$ cat src/design/vram_pkg.sv
// Line, burst and address constants for the 720 x 480 grabber
// Burst length is fixed, so the memory must assume 16-word bursts
package vram_pkg;

	////////////////////
	// Line geometry
	////////////////////

	localparam int unsigned PIXELS_PER_LINE = 720;	// Pixels written per line
	localparam int unsigned LINE_OFFSET     = 10;	// First pixel read, aligns the frame
	localparam int unsigned BUFFER_DEPTH    = 1024;	// Entries in each bank
	localparam int unsigned BUF_ADDR_BITS   = $clog2(BUFFER_DEPTH);

	localparam int unsigned LINES_PER_FRAME = 480;
	localparam int unsigned LINE_NUM_BITS   = $clog2(LINES_PER_FRAME);

	////////////////////
	// Bursts
	////////////////////

	localparam int unsigned BURST_LEN       = 16;	// Words per burst
	localparam int unsigned BYTES_PER_BURST = BURST_LEN * 4;
	localparam int unsigned BURSTS_PER_LINE = PIXELS_PER_LINE / BURST_LEN;	// 45
	localparam int unsigned BURST_CNT_BITS  = $clog2(BURSTS_PER_LINE + 1);	// Counts to 45
	localparam int unsigned BEAT_CNT_BITS   = $clog2(BURST_LEN);

	////////////////////
	// Memory map
	////////////////////

	localparam logic [31:0] VIDEO_RAM_BASE = 32'h0000_0000;
	localparam int unsigned BYTES_PER_LINE = 4096;	// Line pitch, one 4 KB page

	// Pixel as it arrives from the source
	typedef struct packed
	{
		logic [7:0] red;
		logic [7:0] green;
		logic [7:0] blue;
	} t_rgb;

	typedef logic [BUF_ADDR_BITS-1:0]  t_buf_addr;
	typedef logic [LINE_NUM_BITS-1:0]  t_line_num;
	typedef logic [31:0]               t_mem_addr;	// Byte address
	typedef logic [31:0]               t_mem_word;	// One packed pixel
	typedef logic [BURST_CNT_BITS-1:0] t_burst_cnt;
	typedef logic [BEAT_CNT_BITS-1:0]  t_beat_cnt;

	// Memory writer FSM
	typedef enum logic [2:0]
	{
		s_init,			// Waiting on memory init
		s_start_line,	// Waiting on a full line
		s_request,		// Address phase
		s_write,		// Data beats
		s_complete		// Burst done, step address
	} t_wr_state;

	// Word layout: zero byte, then 6 bits of R, G, B each padded with two zeros
	function automatic t_mem_word pack_pixel(input t_rgb pix);
		return {8'h00, pix.red[7:2], 2'b00, pix.green[7:2], 2'b00,
			pix.blue[7:2], 2'b00};
	endfunction

endpackage

$ cat src/design/line_capture.sv
// First line start only opens capture; no line is ready until the second start
// Source must not strobe again before the writer finishes the line
`timescale 1ns/1ns

module line_capture
(
	input  logic                i_clk_100_bus,
	input  logic                i_sys_rst,
	input  logic                i_line_start,
	input  vram_pkg::t_line_num i_line_num,		// Valid with i_line_start
	input  logic                i_line_complete,	// Writer finished the read bank
	output logic                o_line_ready,
	output vram_pkg::t_line_num o_line_num		// Line sitting in the read bank
);

	logic                r_have_line;	// Some line is being captured
	vram_pkg::t_line_num r_cur_line;	// Line going into the write bank
	vram_pkg::t_line_num r_done_line;	// Line now on the read side
	logic                r_line_ready;

	////////////////////
	// Line tracking
	////////////////////

	// On each start the line in capture moves to the read side
	always_ff @(posedge i_clk_100_bus or posedge i_sys_rst)
	begin
		if (i_sys_rst)
		begin
			r_have_line <= 1'b0;
			r_cur_line  <= '0;
			r_done_line <= '0;
		end
		else if (i_line_start)
		begin
			r_have_line <= 1'b1;
			r_cur_line  <= i_line_num;
			// Nothing captured yet, use the strobe's number
			if (r_have_line)
			begin
				r_done_line <= r_cur_line;
			end
			else
			begin
				r_done_line <= i_line_num;
			end
		end
	end

	////////////////////
	// Ready flag
	////////////////////

	// Set when a full bank swaps over, cleared by the writer
	always_ff @(posedge i_clk_100_bus or posedge i_sys_rst)
	begin
		if (i_sys_rst)
		begin
			r_line_ready <= 1'b0;
		end
		else if (i_line_start && r_have_line)
		begin
			r_line_ready <= 1'b1;	// Start wins over a same-cycle complete
		end
		else if (i_line_complete)
		begin
			r_line_ready <= 1'b0;
		end
	end

	assign o_line_ready = r_line_ready;
	assign o_line_num   = r_done_line;

endmodule

$ cat config.mk
export PLATFORM = sky130hd
export DESIGN_NAME = line_capture
export DESIGN_NICKNAME = d
export VERILOG_FILES = /design/src/design/vram_pkg.sv /design/src/design/line_capture.sv
export SDC_FILE = /design/constraint.sdc
export NUM_CORES = 1
export LEC_CHECK = 0
export BUFFER_PORTS_ARGS = -buffer_cell sky130_fd_sc_hd__buf_2
export CAP_MARGIN = 20
export CELL_PAD_IN_SITES_DETAIL_PLACEMENT = 2
export CELL_PAD_IN_SITES_GLOBAL_PLACEMENT = 2
export CORE_ASPECT_RATIO = 0.75
export CORE_MARGIN = 2
export CORE_UTILIZATION = 34
export DETAILED_ROUTE_END_ITERATION = 16
export GPL_ROUTABILITY_DRIVEN = 0
export PLACE_DENSITY_LB_ADDON = 0.12
export SKIP_CTS_REPAIR_TIMING = 1
export SLEW_MARGIN = 20
export SYNTH_ARGS = -nofsm -noshare
export SYNTH_HDL_FRONTEND = slang
export SYNTH_SLANG_ARGS = --single-unit
$ cat constraint.sdc
create_clock -name i_clk_100_bus -period 1.75 [get_ports i_clk_100_bus]
set_input_delay 0.525 -clock i_clk_100_bus [delete_from_list [all_inputs] [get_ports i_clk_100_bus]]
set_output_delay 0.525 -clock i_clk_100_bus [all_outputs]
set_load 0.1 [all_outputs]
-- Word-level counts from Yosys, hierarchy flattened
Index checks and enable logic that the tools add are counted.
- bits in registers: 20
- logic and storage cells: 9
- multiplexer cells: 3
- reduce and logical (&&, ||, !) cells: 2
- operators by type and width (cell ; number):
    two-way mux 9 bit ; 1
    two-way mux 1 bit ; 2
    nonzero test 2 bit ; 1
    logical AND 1 bit ; 1

-- Longest topological paths before layout
- depth in word-level cells: 2
- mapped depth: 4
- depth with buffers taken out: 2

-- Least setup slack after synthesis
No wires, ideal clock.
- path kind: register to output
- start point: register r_done_line[0] (netlist: o_line_num[0])
- end point: output o_line_num[0]
- arrival time: 0.898 ns
- setup slack: 0.327 ns
- stages on the path, launching flop included: 1
- path through: dfrtp_1
- RTL lines (what ; line ; text):
    from (decl) ; line_capture.sv:18 ; vram_pkg::t_line_num r_done_line;
    from (signal assigned) ; line_capture.sv:41 ; r_done_line <= r_cur_line;
    from (signal assigned) ; line_capture.sv:45 ; r_done_line <= i_line_num;
    to (decl) ; line_capture.sv:13 ; output vram_pkg::t_line_num o_line_num
No word-level cell between the ends.

-- Final worst setup path
- start point: register r_done_line[7] (netlist: o_line_num[7])
- end point: output o_line_num[7]
No word-level cell between the ends.

==> flow_summary.yaml <==
die:
  initial_core_util: 0.360
  die_h_um: 46.6
  row_count: 15
  io_pins: 23
  coreArea_sq_um: 2290
  dieArea_sq_um: 2840
  die_w_um: 60.9
pwr:
  pwr_density_cell_nw_per_um2: 1130
  leakage_nw: 0.514
  ir_worst_vdd_mv: 0.555
cts:
  cts_tree: "yes"
  cts.root.buffer_cell: "clkbuf_4"
  ctsLongestPathBuffers: 2
  htreeDepth: 1
  cts_made_buffers: 3
  clk_pin_slew_ns: 0.11
  clock-sinks: 20
  clkLatencyLatePin_ns: 0.29
critical_path:
  cp.required_ns: 1.22
  cpPeakStageDelay_ns: 0.43
  path_max_fanout: 2
  critPathSlowestCell: "buf_2"
  path_delay_family: "buffers and inverters"
  endpoint_kind: "output pin"
  cp_cell_sequence: "buf_2"
  worstPathArrival_ns: 1.08
  crit_buf_inv: 1
  worst-setup-path-type: "flop to output pin"
  startpoint_type: "flop"
sta:
  min_period_over_period: 0.920
  slew_violations: 0
  min_period_ns: 1.61
  fin_setup_tns_ns: 0
  fin_ws_ns: 0.140
  max_freq_ghz: 0.621
  skew_ns: 0.000895
  rsz0062_at_grt: "false"
  hold_viol: 0
  relSlewSlack: 0.623
  tightest_slew_ns: 0.565
  finalSetupViolCount: 0
synth:
  syn_inst: 65
  synth-seq-cells: 20
  syn_nets: 78
  synth_area_per_cell_sq_um: 12.7
  yosysSeqAreaShare: 0.607
  synth_cell_types: 12
  yosysWarnings: 0
  syn_area_sq_um: 825
drt:
  vias_per_cell: 4.45
  final_antenna_net_count: 0
  first_pass_iters: 3
  vias: 547
  post_drt_wl_per_cell_um: 12.0
  drcViolationCount: 0
  wirelength_mm: 1.48
  drtIter0Drc: 7
grt:
  antenna_found_initial: 0
  grt_use_total: 0.134
  grt_pass1_wl_mm: 2.68
  first_global_vias: 558
  overflow: 0
  grt_max_degree: 26
outcome:
  outcome: "finished, final reports clean"
cells_and_area:
  final_cell_mix: "buf_2, dfrtp_1"
  utilization: 0.436
  final_common_cell: "buf_2"
  syn2layout_area_growth_pct: 20.9
  design_area_sq_um: 997
  antenna-diode-count: 0
  nets: 103
  fillers: 250
  drive_gt1_frac: 0.427
hold_path:
  hold_class: "input pin to asynchronous set/reset pin"
placed_design:
  io_buffers: 22
  dpl_cell_area_sq_um: 961
  dp_hpwl_mm: 1.10
  place_ws_ns: 0.313
run:
  maxCapViolCount: 0
-- state kept, by name, summed over array words and instances (netlist names) --
register      flops
o_line_ready      1
r_cur_line        9
r_have_line       1
o_line_num        9
-- per-stage QoR --
step | power, mW | std cells | hold WS, ns
after global placement | 0.870 | 119 | 0.489
after floorplan | 0.813 | 65 | 0.480
after CTS | 1.15 | 123 | 0.169
final | 1.12 | 123 | 0.164
after global routing | 1.19 | 123 | 0.166
after detailed placement | 0.878 | 119 | 0.500
-- metal layers --
| layer | track usage | wire length (um) | up-vias |
|---|---|---|---|
| li1 | - | - | 266 |
| met1 | 0.189 | 703 | 266 |
| met2 | 0.198 | 692 | 13 |
| met3 | 0.0506 | 78 | 2 |
| met4 | 0.0261 | 8 | 0 |
| met5 | 0 | 0 | - |
-- kinds of logic after synthesis --
logic type,share of synthesized area
and+or+nand+nor,0.0531
buffers and inverters,0.0470
DFF,0.607
AOI/OAI and AO/OA,0.0607
muxes,0.232
-- power breakdown --
part	leakage (nW)	switching [mW]	internal [mW]	total [mW]
Combinational	0.268	0.264	0.0680	0.332
Sequential	0.225	0.0227	0.510	0.532
Clock	0.0210	0.133	0.127	0.260
Total	0.514	0.420	0.704	1.12
-- worst paths after layout --
kind,endpoint,slack (ns),depth (start not counted),start
min in group i_clk_100_bus,o_line_ready,0.41,2,i_line_complete
worst min-delay path,o_line_num[6],0.16,2,i_sys_rst
worst min register to register,r_cur_line[6],0.52,1,r_cur_line[6]
max in group asynchronous,o_line_num[8],1.12,3,i_sys_rst
worst max-delay path,o_line_num[7],0.14,1,o_line_num[7]
worst max register to register,o_line_num[3],0.55,2,r_have_line
-- area by class of cell --
cell class	instances	area, sq um	share of cell area
clock buffers	4	36.3	0.0364
inverters	2	7.51	0.00753
multi-input cells	39	285	0.286
flip-flops and latches	20	500	0.502
well taps	34	42.5	0.0427
repair buffers	24	125	0.125
-- worst reg2reg max path: cells and delay by family (launching register included) --
kind | cells | cell delay [ns]
AOI/OAI and AO/OA | 1 | 0.10
DFF | 1 | 0.72
muxes | 1 | 0.26
-- cells in the mapped netlist --
cell type | instances | area share
mux2i_1 | 9 | 0.11
a21oi_1 | 9 | 0.055
nand2_1 | 1 | 0.0045
or2_2 | 1 | 0.0076
inv_1 | 2 | 0.0091
dfrtp_1 | 20 | 0.61
buf_4 | 2 | 0.018
nor2_1 | 9 | 0.041
o21ai_0 | 1 | 0.0061
mux2_2 | 9 | 0.12
buf_6 | 1 | 0.014
buf_2 | 1 | 0.0061
Power figures use the tool's default switching activity.
