[src/design/vram_pkg.sv]
// Line, burst and address constants for the 720 x 480 grabber
// Burst length is fixed, so the memory must assume 16-word bursts
package vram_pkg;

	////////////////////
	// Line geometry
	////////////////////

	localparam int unsigned PIXELS_PER_LINE = 720;	// Pixels written per line
	localparam int unsigned LINE_OFFSET     = 10;	// First pixel read, aligns the frame
	localparam int unsigned BUFFER_DEPTH    = 1024;	// Entries in each bank
	localparam int unsigned BUF_ADDR_BITS   = $clog2(BUFFER_DEPTH);

	localparam int unsigned LINES_PER_FRAME = 480;
	localparam int unsigned LINE_NUM_BITS   = $clog2(LINES_PER_FRAME);

	////////////////////
	// Bursts
	////////////////////

	localparam int unsigned BURST_LEN       = 16;	// Words per burst
	localparam int unsigned BYTES_PER_BURST = BURST_LEN * 4;
	localparam int unsigned BURSTS_PER_LINE = PIXELS_PER_LINE / BURST_LEN;	// 45
	localparam int unsigned BURST_CNT_BITS  = $clog2(BURSTS_PER_LINE + 1);	// Counts to 45
	localparam int unsigned BEAT_CNT_BITS   = $clog2(BURST_LEN);

	////////////////////
	// Memory map
	////////////////////

	localparam logic [31:0] VIDEO_RAM_BASE = 32'h0000_0000;
	localparam int unsigned BYTES_PER_LINE = 4096;	// Line pitch, one 4 KB page

	// Pixel as it arrives from the source
	typedef struct packed
	{
		logic [7:0] red;
		logic [7:0] green;
		logic [7:0] blue;
	} t_rgb;

	typedef logic [BUF_ADDR_BITS-1:0]  t_buf_addr;
	typedef logic [LINE_NUM_BITS-1:0]  t_line_num;
	typedef logic [31:0]               t_mem_addr;	// Byte address
	typedef logic [31:0]               t_mem_word;	// One packed pixel
	typedef logic [BURST_CNT_BITS-1:0] t_burst_cnt;
	typedef logic [BEAT_CNT_BITS-1:0]  t_beat_cnt;

	// Memory writer FSM
	typedef enum logic [2:0]
	{
		s_init,			// Waiting on memory init
		s_start_line,	// Waiting on a full line
		s_request,		// Address phase
		s_write,		// Data beats
		s_complete		// Burst done, step address
	} t_wr_state;

	// Word layout: zero byte, then 6 bits of R, G, B each padded with two zeros
	function automatic t_mem_word pack_pixel(input t_rgb pix);
		return {8'h00, pix.red[7:2], 2'b00, pix.green[7:2], 2'b00,
			pix.blue[7:2], 2'b00};
	endfunction

endpackage

[src/design/burst_writer.sv]
// Writes one ready line as 45 bursts of 16 words; burst length is implied, not sent
// Read data from the line buffer must arrive one cycle after o_rd_idx
`timescale 1ns/1ns

module burst_writer
(
	input  logic                i_clk_100_bus,
	input  logic                i_sys_rst,
	input  logic                i_mem_init_done,
	input  logic                i_line_ready,
	input  vram_pkg::t_line_num i_line_num,
	output logic                o_rd_en,
	output vram_pkg::t_buf_addr o_rd_idx,
	input  vram_pkg::t_rgb      i_rd_rgb,
	output logic                o_req,
	output vram_pkg::t_mem_addr o_addr,
	input  logic                i_addr_ack,
	output logic                o_wr_valid,
	output vram_pkg::t_mem_word o_wr_data,
	input  logic                i_wr_ready,
	output logic                o_line_complete
);

	vram_pkg::t_wr_state  r_cs;
	vram_pkg::t_wr_state  c_ns;
	vram_pkg::t_mem_addr  r_addr;		// Address of current burst
	vram_pkg::t_buf_addr  r_rd_idx;		// Next pixel to fetch
	vram_pkg::t_burst_cnt r_burst_cnt;	// Bursts acknowledged this line
	vram_pkg::t_beat_cnt  r_beat_cnt;	// Beats accepted this burst

	logic w_ack;		// Address handshake
	logic w_accept;		// Data beat transfers
	logic w_last_beat;
	logic w_line_end;

	assign w_ack       = (r_cs == vram_pkg::s_request) && i_addr_ack;
	assign w_accept    = (r_cs == vram_pkg::s_write) && i_wr_ready;
	assign w_last_beat = r_beat_cnt == vram_pkg::t_beat_cnt'(vram_pkg::BURST_LEN - 1);
	assign w_line_end  = (r_cs == vram_pkg::s_complete) &&
		(r_burst_cnt == vram_pkg::t_burst_cnt'(vram_pkg::BURSTS_PER_LINE));

	////////////////////
	// Next state
	////////////////////

	always_comb
	begin
		c_ns = r_cs;
		case (r_cs)
		vram_pkg::s_init:
		begin
			if (i_mem_init_done)
			begin
				c_ns = vram_pkg::s_start_line;
			end
		end
		vram_pkg::s_start_line:
		begin
			if (i_line_ready)
			begin
				c_ns = vram_pkg::s_request;
			end
		end
		vram_pkg::s_request:
		begin
			if (i_addr_ack)
			begin
				c_ns = vram_pkg::s_write;	// First word fetched on this edge
			end
		end
		vram_pkg::s_write:
		begin
			if (w_accept && w_last_beat)
			begin
				c_ns = vram_pkg::s_complete;
			end
		end
		vram_pkg::s_complete:
		begin
			if (w_line_end)
			begin
				c_ns = vram_pkg::s_start_line;
			end
			else
			begin
				c_ns = vram_pkg::s_request;
			end
		end
		default:
		begin
			c_ns = vram_pkg::s_init;
		end
		endcase
	end

	////////////////////
	// Registers
	////////////////////

	always_ff @(posedge i_clk_100_bus or posedge i_sys_rst)
	begin
		if (i_sys_rst)
		begin
			r_cs        <= vram_pkg::s_init;
			r_addr      <= vram_pkg::VIDEO_RAM_BASE;
			r_rd_idx    <= '0;
			r_burst_cnt <= '0;
			r_beat_cnt  <= '0;
		end
		else
		begin
			r_cs <= c_ns;

			// Line setup, reloaded every cycle while waiting
			if (r_cs == vram_pkg::s_start_line)
			begin
				r_addr <= vram_pkg::VIDEO_RAM_BASE +
					vram_pkg::t_mem_addr'(i_line_num) *
					vram_pkg::t_mem_addr'(vram_pkg::BYTES_PER_LINE);
				r_rd_idx    <= vram_pkg::t_buf_addr'(vram_pkg::LINE_OFFSET);
				r_burst_cnt <= '0;
			end
			else
			begin
				if (r_cs == vram_pkg::s_complete)
				begin
					r_addr <= r_addr + vram_pkg::t_mem_addr'(vram_pkg::BYTES_PER_BURST);
				end
				if (o_rd_en)
				begin
					r_rd_idx <= r_rd_idx + 1'b1;	// Stay one word ahead
				end
				if (w_ack)
				begin
					r_burst_cnt <= r_burst_cnt + 1'b1;
				end
			end

			// Beat count per burst
			if (w_ack)
			begin
				r_beat_cnt <= '0;
			end
			else if (w_accept)
			begin
				r_beat_cnt <= r_beat_cnt + 1'b1;
			end
		end
	end

	////////////////////
	// Outputs
	////////////////////

	// Fetch on ack, then on every accepted beat except the last of a burst
	// A stalled beat fetches nothing, so the buffer register holds its word
	assign o_rd_en  = w_ack || (w_accept && !w_last_beat);
	assign o_rd_idx = r_rd_idx;

	assign o_req      = (r_cs == vram_pkg::s_request);
	assign o_addr     = r_addr;
	assign o_wr_valid = (r_cs == vram_pkg::s_write);
	assign o_wr_data  = vram_pkg::pack_pixel(i_rd_rgb);	// Packed straight from the buffer

	assign o_line_complete = w_line_end;	// One cycle, after burst 45

endmodule

[config.mk]
export PLATFORM = sky130hd
export DESIGN_NAME = burst_writer
export DESIGN_NICKNAME = d
export VERILOG_FILES = /design/src/design/vram_pkg.sv /design/src/design/burst_writer.sv
export SDC_FILE = /design/constraint.sdc
export NUM_CORES = 1
export LEC_CHECK = 0
export BUFFER_PORTS_ARGS = -buffer_cell sky130_fd_sc_hd__buf_2
export CAP_MARGIN = 40
export CORE_MARGIN = 3
export CORE_UTILIZATION = 49
export DETAILED_ROUTE_END_ITERATION = 8
export PLACE_DENSITY_LB_ADDON = 0.05
export SYNTH_ARGS = -nofsm -noshare
export SYNTH_HDL_FRONTEND = slang
export SYNTH_SLANG_ARGS = --single-unit
[constraint.sdc]
create_clock -name i_clk_100_bus -period 2.6 [get_ports i_clk_100_bus]
set_clock_uncertainty 0.1 [all_clocks]
set_input_delay 0.52 -clock i_clk_100_bus [delete_from_list [all_inputs] [get_ports i_clk_100_bus]]
set_output_delay 0.52 -clock i_clk_100_bus [all_outputs]
set_load 0.05 [all_outputs]
Word level (Yosys, flattened, before mapping)
Index checks and enable logic that the tools add are counted.
{"block": "classes", "n_reduce_logical": 13, "n_addsub": 4, "n_mux": 14, "n_eq_ne": 10}
{"cell": "32-bit two-way mux", "n": 2}
{"cell": "32-bit by 7-bit adder with 32-bit output (second input constant)", "n": 1}
{"cell": "10-bit two-way mux", "n": 2}
{"cell": "3-bit case mux with 5 select lines", "n": 1}
{"cell": "3-bit two-way mux", "n": 4}
{"cell": "6-bit two-way mux", "n": 2}
{"cell": "10-bit by 1-bit adder with 10-bit output (second input constant)", "n": 1}
{"cell": "4-bit two-way mux", "n": 2}
{"cell": "2-bit nonzero test", "n": 4}
{"cell": "6-bit by 1-bit adder with 6-bit output (second input constant)", "n": 1}
{"cell": "3-bit by 2-bit == test with 1-bit output (second input constant)", "n": 2}
{"cell": "6-bit == test (second input constant)", "n": 1}
{"cell": "1-bit logical AND", "n": 5}
{"cell": "4-bit by 1-bit adder with 4-bit output (second input constant)", "n": 1}
{"cell": "4-bit == test (second input constant)", "n": 1}
{"cell": "2-bit by 1-bit != test with 1-bit output (second input constant)", "n": 2}
{"cell": "2-bit != test (second input constant)", "n": 2}
{"cell": "4-bit AND reduction", "n": 1}
{"cell": "3-bit by 1-bit == test with 1-bit output (second input constant)", "n": 1}
{"cell": "3-bit == test (second input constant)", "n": 1}
{"cell": "3-bit zero test", "n": 1}
{"cell": "2-bit two-way mux", "n": 1}
{"cell": "1-bit zero test", "n": 1}
{"cell": "1-bit logical OR", "n": 1}
{"block": "word_totals", "ff_bits": 55, "inputBits": 39}

Depth between registers and ports, before layout
{"block": "depth", "word_depth": 6, "mapped_depth": 6, "mapped_depth_nobuf": 6}

Worst setup path before layout
OpenSTA, ideal clock, no wires.
{"block": "synth_path", "path_kind": "flip-flop to output port", "startpoint": "register r_cs[1]", "endpoint": "output port o_req", "stages_incl_launch_ff": 4, "required_time_ns": 1.980, "n_path_buf": 1, "t_arrival_ns": 1.864, "setup_slack_ns": 0.116, "cell_sequence": "dfrtp_1 clkbuf_1 inv_1 nor3_1"}
{"block": "synth_via", "elab_chain_cells": 1}
{"item": "start: declaration", "line_no": "burst_writer.sv:24", "rtl": "vram_pkg::t_wr_state r_cs;"}
{"item": "start signal: assignment", "line_no": "burst_writer.sv:104", "rtl": "r_cs <= vram_pkg::s_init;"}
{"item": "start signal: assignment", "line_no": "burst_writer.sv:112", "rtl": "r_cs <= c_ns;"}
{"item": "3-bit by 2-bit == test with 1-bit output", "line_no": "burst_writer.sv:160", "rtl": "assign o_req = (r_cs == vram_pkg::s_request);"}
{"item": "end: declaration", "line_no": "burst_writer.sv:15", "rtl": "output logic o_req,"}
No other way between the ends.

Final worst setup path
{"block": "layout_path", "startpoint": "register r_cs[0]", "endpoint": "output port o_rd_en"}
{"block": "layout_via", "elab_chain_cells": 4, "elab_cells_between_ends": 6, "classes_between": "2 x eq/ne; 4 x reduce/logical"}
{"item": "3-bit by 2-bit == test with 1-bit output", "line_no": "burst_writer.sv:37", "rtl": "assign w_accept = (r_cs == vram_pkg::s_write) && i_wr_ready;"}
{"item": "1-bit logical AND", "line_no": "burst_writer.sv:37"}
{"item": "1-bit logical AND", "line_no": "burst_writer.sv:157", "rtl": "assign o_rd_en = w_ack || (w_accept && !w_last_beat);"}
{"item": "1-bit logical OR *", "line_no": "burst_writer.sv:157"}
{"item": "end: declaration", "line_no": "burst_writer.sv:12", "rtl": "output logic o_rd_en,"}
Mark *: on every way between the ends. The rest lies on a longest branch, timed or not.

==> results.yml <==
clock_network:
  post_cts_resized: 0
  cts_setup_buffers: 0
  cts_buffers: 5
  cts_sinks: 49
  htreeDepth: 2
  root_buffer: "clkbuf_8"
  cts_buffer_depth: 2
  hold_buffers: 0
  clock_latency_ns: 0.30
  cts_tree: "built"
  clk_pin_slew_ns: 0.09
timing:
  min_period_ns: 2.45
  finalSetupViolCount: 0
  hold_violations: 0
  report.final.slew_viol_count: 0
  fin_crit_sh_pct: 94.4
  rsz0062_at_grt: "false"
  tightestPinTransition_ns: 0.631
  relSlewSlack_pct: 57.9
  fmax_mhz: 408
  setup_tns_ns: 0
  hold_slack_ns: 0.281
global_route:
  grt_pass1_wl_um: 10400
  grt_max_degree: 50
  antenna_found_initial: 0
  overflow: 0
  grt_pass1_vias: 2127
  grt_use_total_pct: 17.6
hold_path:
  worstHoldPathType: "in -> async"
setup_path:
  startpoint_type: "register"
  critical_path.max_stage_delay_ns: 0.54
  critical_path_buf_inv_count: 2
  required_ns: 1.98
  arrival_ns: 1.83
  end_kind: "output pin"
  critPathSlowestCell: "and4bb_2"
  critPathTopFamily: "simple AND/OR/NAND/NOR gates"
  path_class: "reg -> out"
  cp_max_fo: 15
  cp_cell_sequence: "and4bb_2, a21oi_1, inv_1, buf_2"
detailed_routing:
  wirelength_um: 6200
  vias: 2362
  dr.pass1.iters: 5
  ant_nets: 0
  avgViaCountPerCell: 5.54
  drt_iter0_markers: 103
  wl_per_cell_um: 14.6
  drc: 0
synthesis:
  synth_top_cell_by_area: "dfrtp_1"
  async_reset_ff_share_pct: 100
  ys_ff_latch: 49
  yosys.cell_count.top_type: "dfrtp_1"
  synthTopCellsByArea: "dfrtp_1 (41%), buf_4 (9.6%), mux2i_1 (5.1%), nand2_1 (4.4%), nand4_1 (3.2%)"
  synth-edff-count: 0
  synth_top_area_share_pct: 41.3
  synthFlopType: "dfrtp_1"
  avgSynthCellArea_um2: 9.18
  yosysWarnings: 0
  ys_seq_area_share_pct: 41.3
  ys_types: 47
  syn_area_mm2: 0.00297
  syn_inst: 323
  synth_common_cells: "dfrtp_1 (49), buf_4 (38), nand2_1 (35)"
placed_design:
  gp_congestion: 0.814
  port_buffers: 54
  place_hpwl_um: 4380
finish:
  fill_cells: 549
  drive_gt1_share_pct: 21.2
  syn2layout_area_growth_pct: 7.21
  nNetsFinal: 398
  antenna_cells: 0
flow_run:
  drv_cap: 0
power_and_ir_drop:
  p_per_area_mw_per_mm2: 1020
  p_leak_uw: 0.00152
  total_power_uw: 3250
  ir_drop_uv: 567
die:
  row_count: 27
  core_mm2: 0.00568
  initial_utilization_pct: 52.3
  ios: 117
  die_area_mm2: 0.00702
  die_x_um: 83.8
  dieHeight_um: 83.8
status:
  status: "complete, no violations"
[through the flow]
| stage | area, µm² | cells | worst slack (ns) | util (%) |
|---|---|---|---|---|
| global placement | 3070 | 419 | 0.397 | 54.1 |
| finish | 3180 | 426 | 0.147 | 56.0 |
| CTS | 3180 | 426 | 0.0551 | 56.0 |
| global route | 3180 | 426 | 0.0344 | 56.0 |
| floorplan | 3040 | 342 | 0.116 | - |
| detailed placement | 3070 | 419 | 0.389 | 54.1 |
[cell usage in the layout, fill, tap and decap left out, types with 12 or more instances in the layout]
cell type  instances
nand2_1           35
mux2i_1           15
conb_1            20
o21ai_0           12
nor2_1            18
dfrtp_1           46
nand3_1           16
buf_2             54
nand4_1           15
a21oi_1           13
[worst reg2reg max path: stages, from the launching register on]
cell	delay [ns]
dfrtp_2	0.50
and4bb_2	0.39
a211oi_4	0.49
nor3_1	0.09
or3b_1	0.36
[power by group]
group,switching (µW),internal (µW)
clock,250,280
combinational,1070,439
sequential,261,947
total,1580,1670
[metal layers]
layer / wire, µm / GRT usage (%) / share of wire [%]
met1: 2980 / 25.2 / 48
met2: 2810 / 27.1 / 45
met3: 362 / 3.95 / 5.8
met4: 46 / 4.68 / 0.74
met5: 0 / 0 / 0
[path summary, 6_finish.rpt]
kind                                          from                 endpoint  slack, ns  cells after the start
max                            r_cs[0]$_DFFE_PP0P_                  o_rd_en       0.15                      4
min                                      i_sys_rst   o_addr[16]$_DFFE_PP0P_       0.28                      3
max reg2reg                    r_cs[0]$_DFFE_PP0P_  o_rd_idx[3]$_DFFE_PP0P_       0.55                      4
min reg2reg                 o_addr[31]$_DFFE_PP0P_   o_addr[31]$_DFFE_PP0P_       0.39                      1
max in group asynchronous                i_sys_rst      r_cs[0]$_DFFE_PP0P_       1.66                      3
min in group i_clk_100_bus           i_line_num[1]   o_addr[13]$_DFFE_PP0P_       0.33                      3
[cell families (layout without fill, tap and decap cells)]
group                    after synthesis  count (layout)  synth area share [%]
adder cells (fa/ha/maj)                5               5                  2.11
AND/OR/NAND/NOR                      129             129                  23.5
XOR/XNOR                              10              10                  2.95
multiplexers                          15              15                  5.06
other                                  1              20                 0.126
buffers and inverters                 62              74                  13.2
flip-flops                            49              49                  41.3
AO/OA/AOI/OAI                         52              52                  11.7
[registers in the layout (all words and copies together) (netlist names)]
name         count
r_cs             3
o_rd_idx        10
r_burst_cnt      6
o_addr          26
r_beat_cnt       4
[cell type report]
class | count | area [µm²] | share of cell area, %
Clock inverter | 2 | 35.0 | 1.10
Multi-Input combinational cell | 231 | 1420 | 44.6
Inverter | 8 | 30.0 | 0.944
Timing Repair Buffer | 59 | 308 | 9.68
Clock buffer | 5 | 68.8 | 2.16
Tap cell | 72 | 90.1 | 2.83
Sequential cell | 49 | 1230 | 38.7
Power figures use the tool's default switching activity.
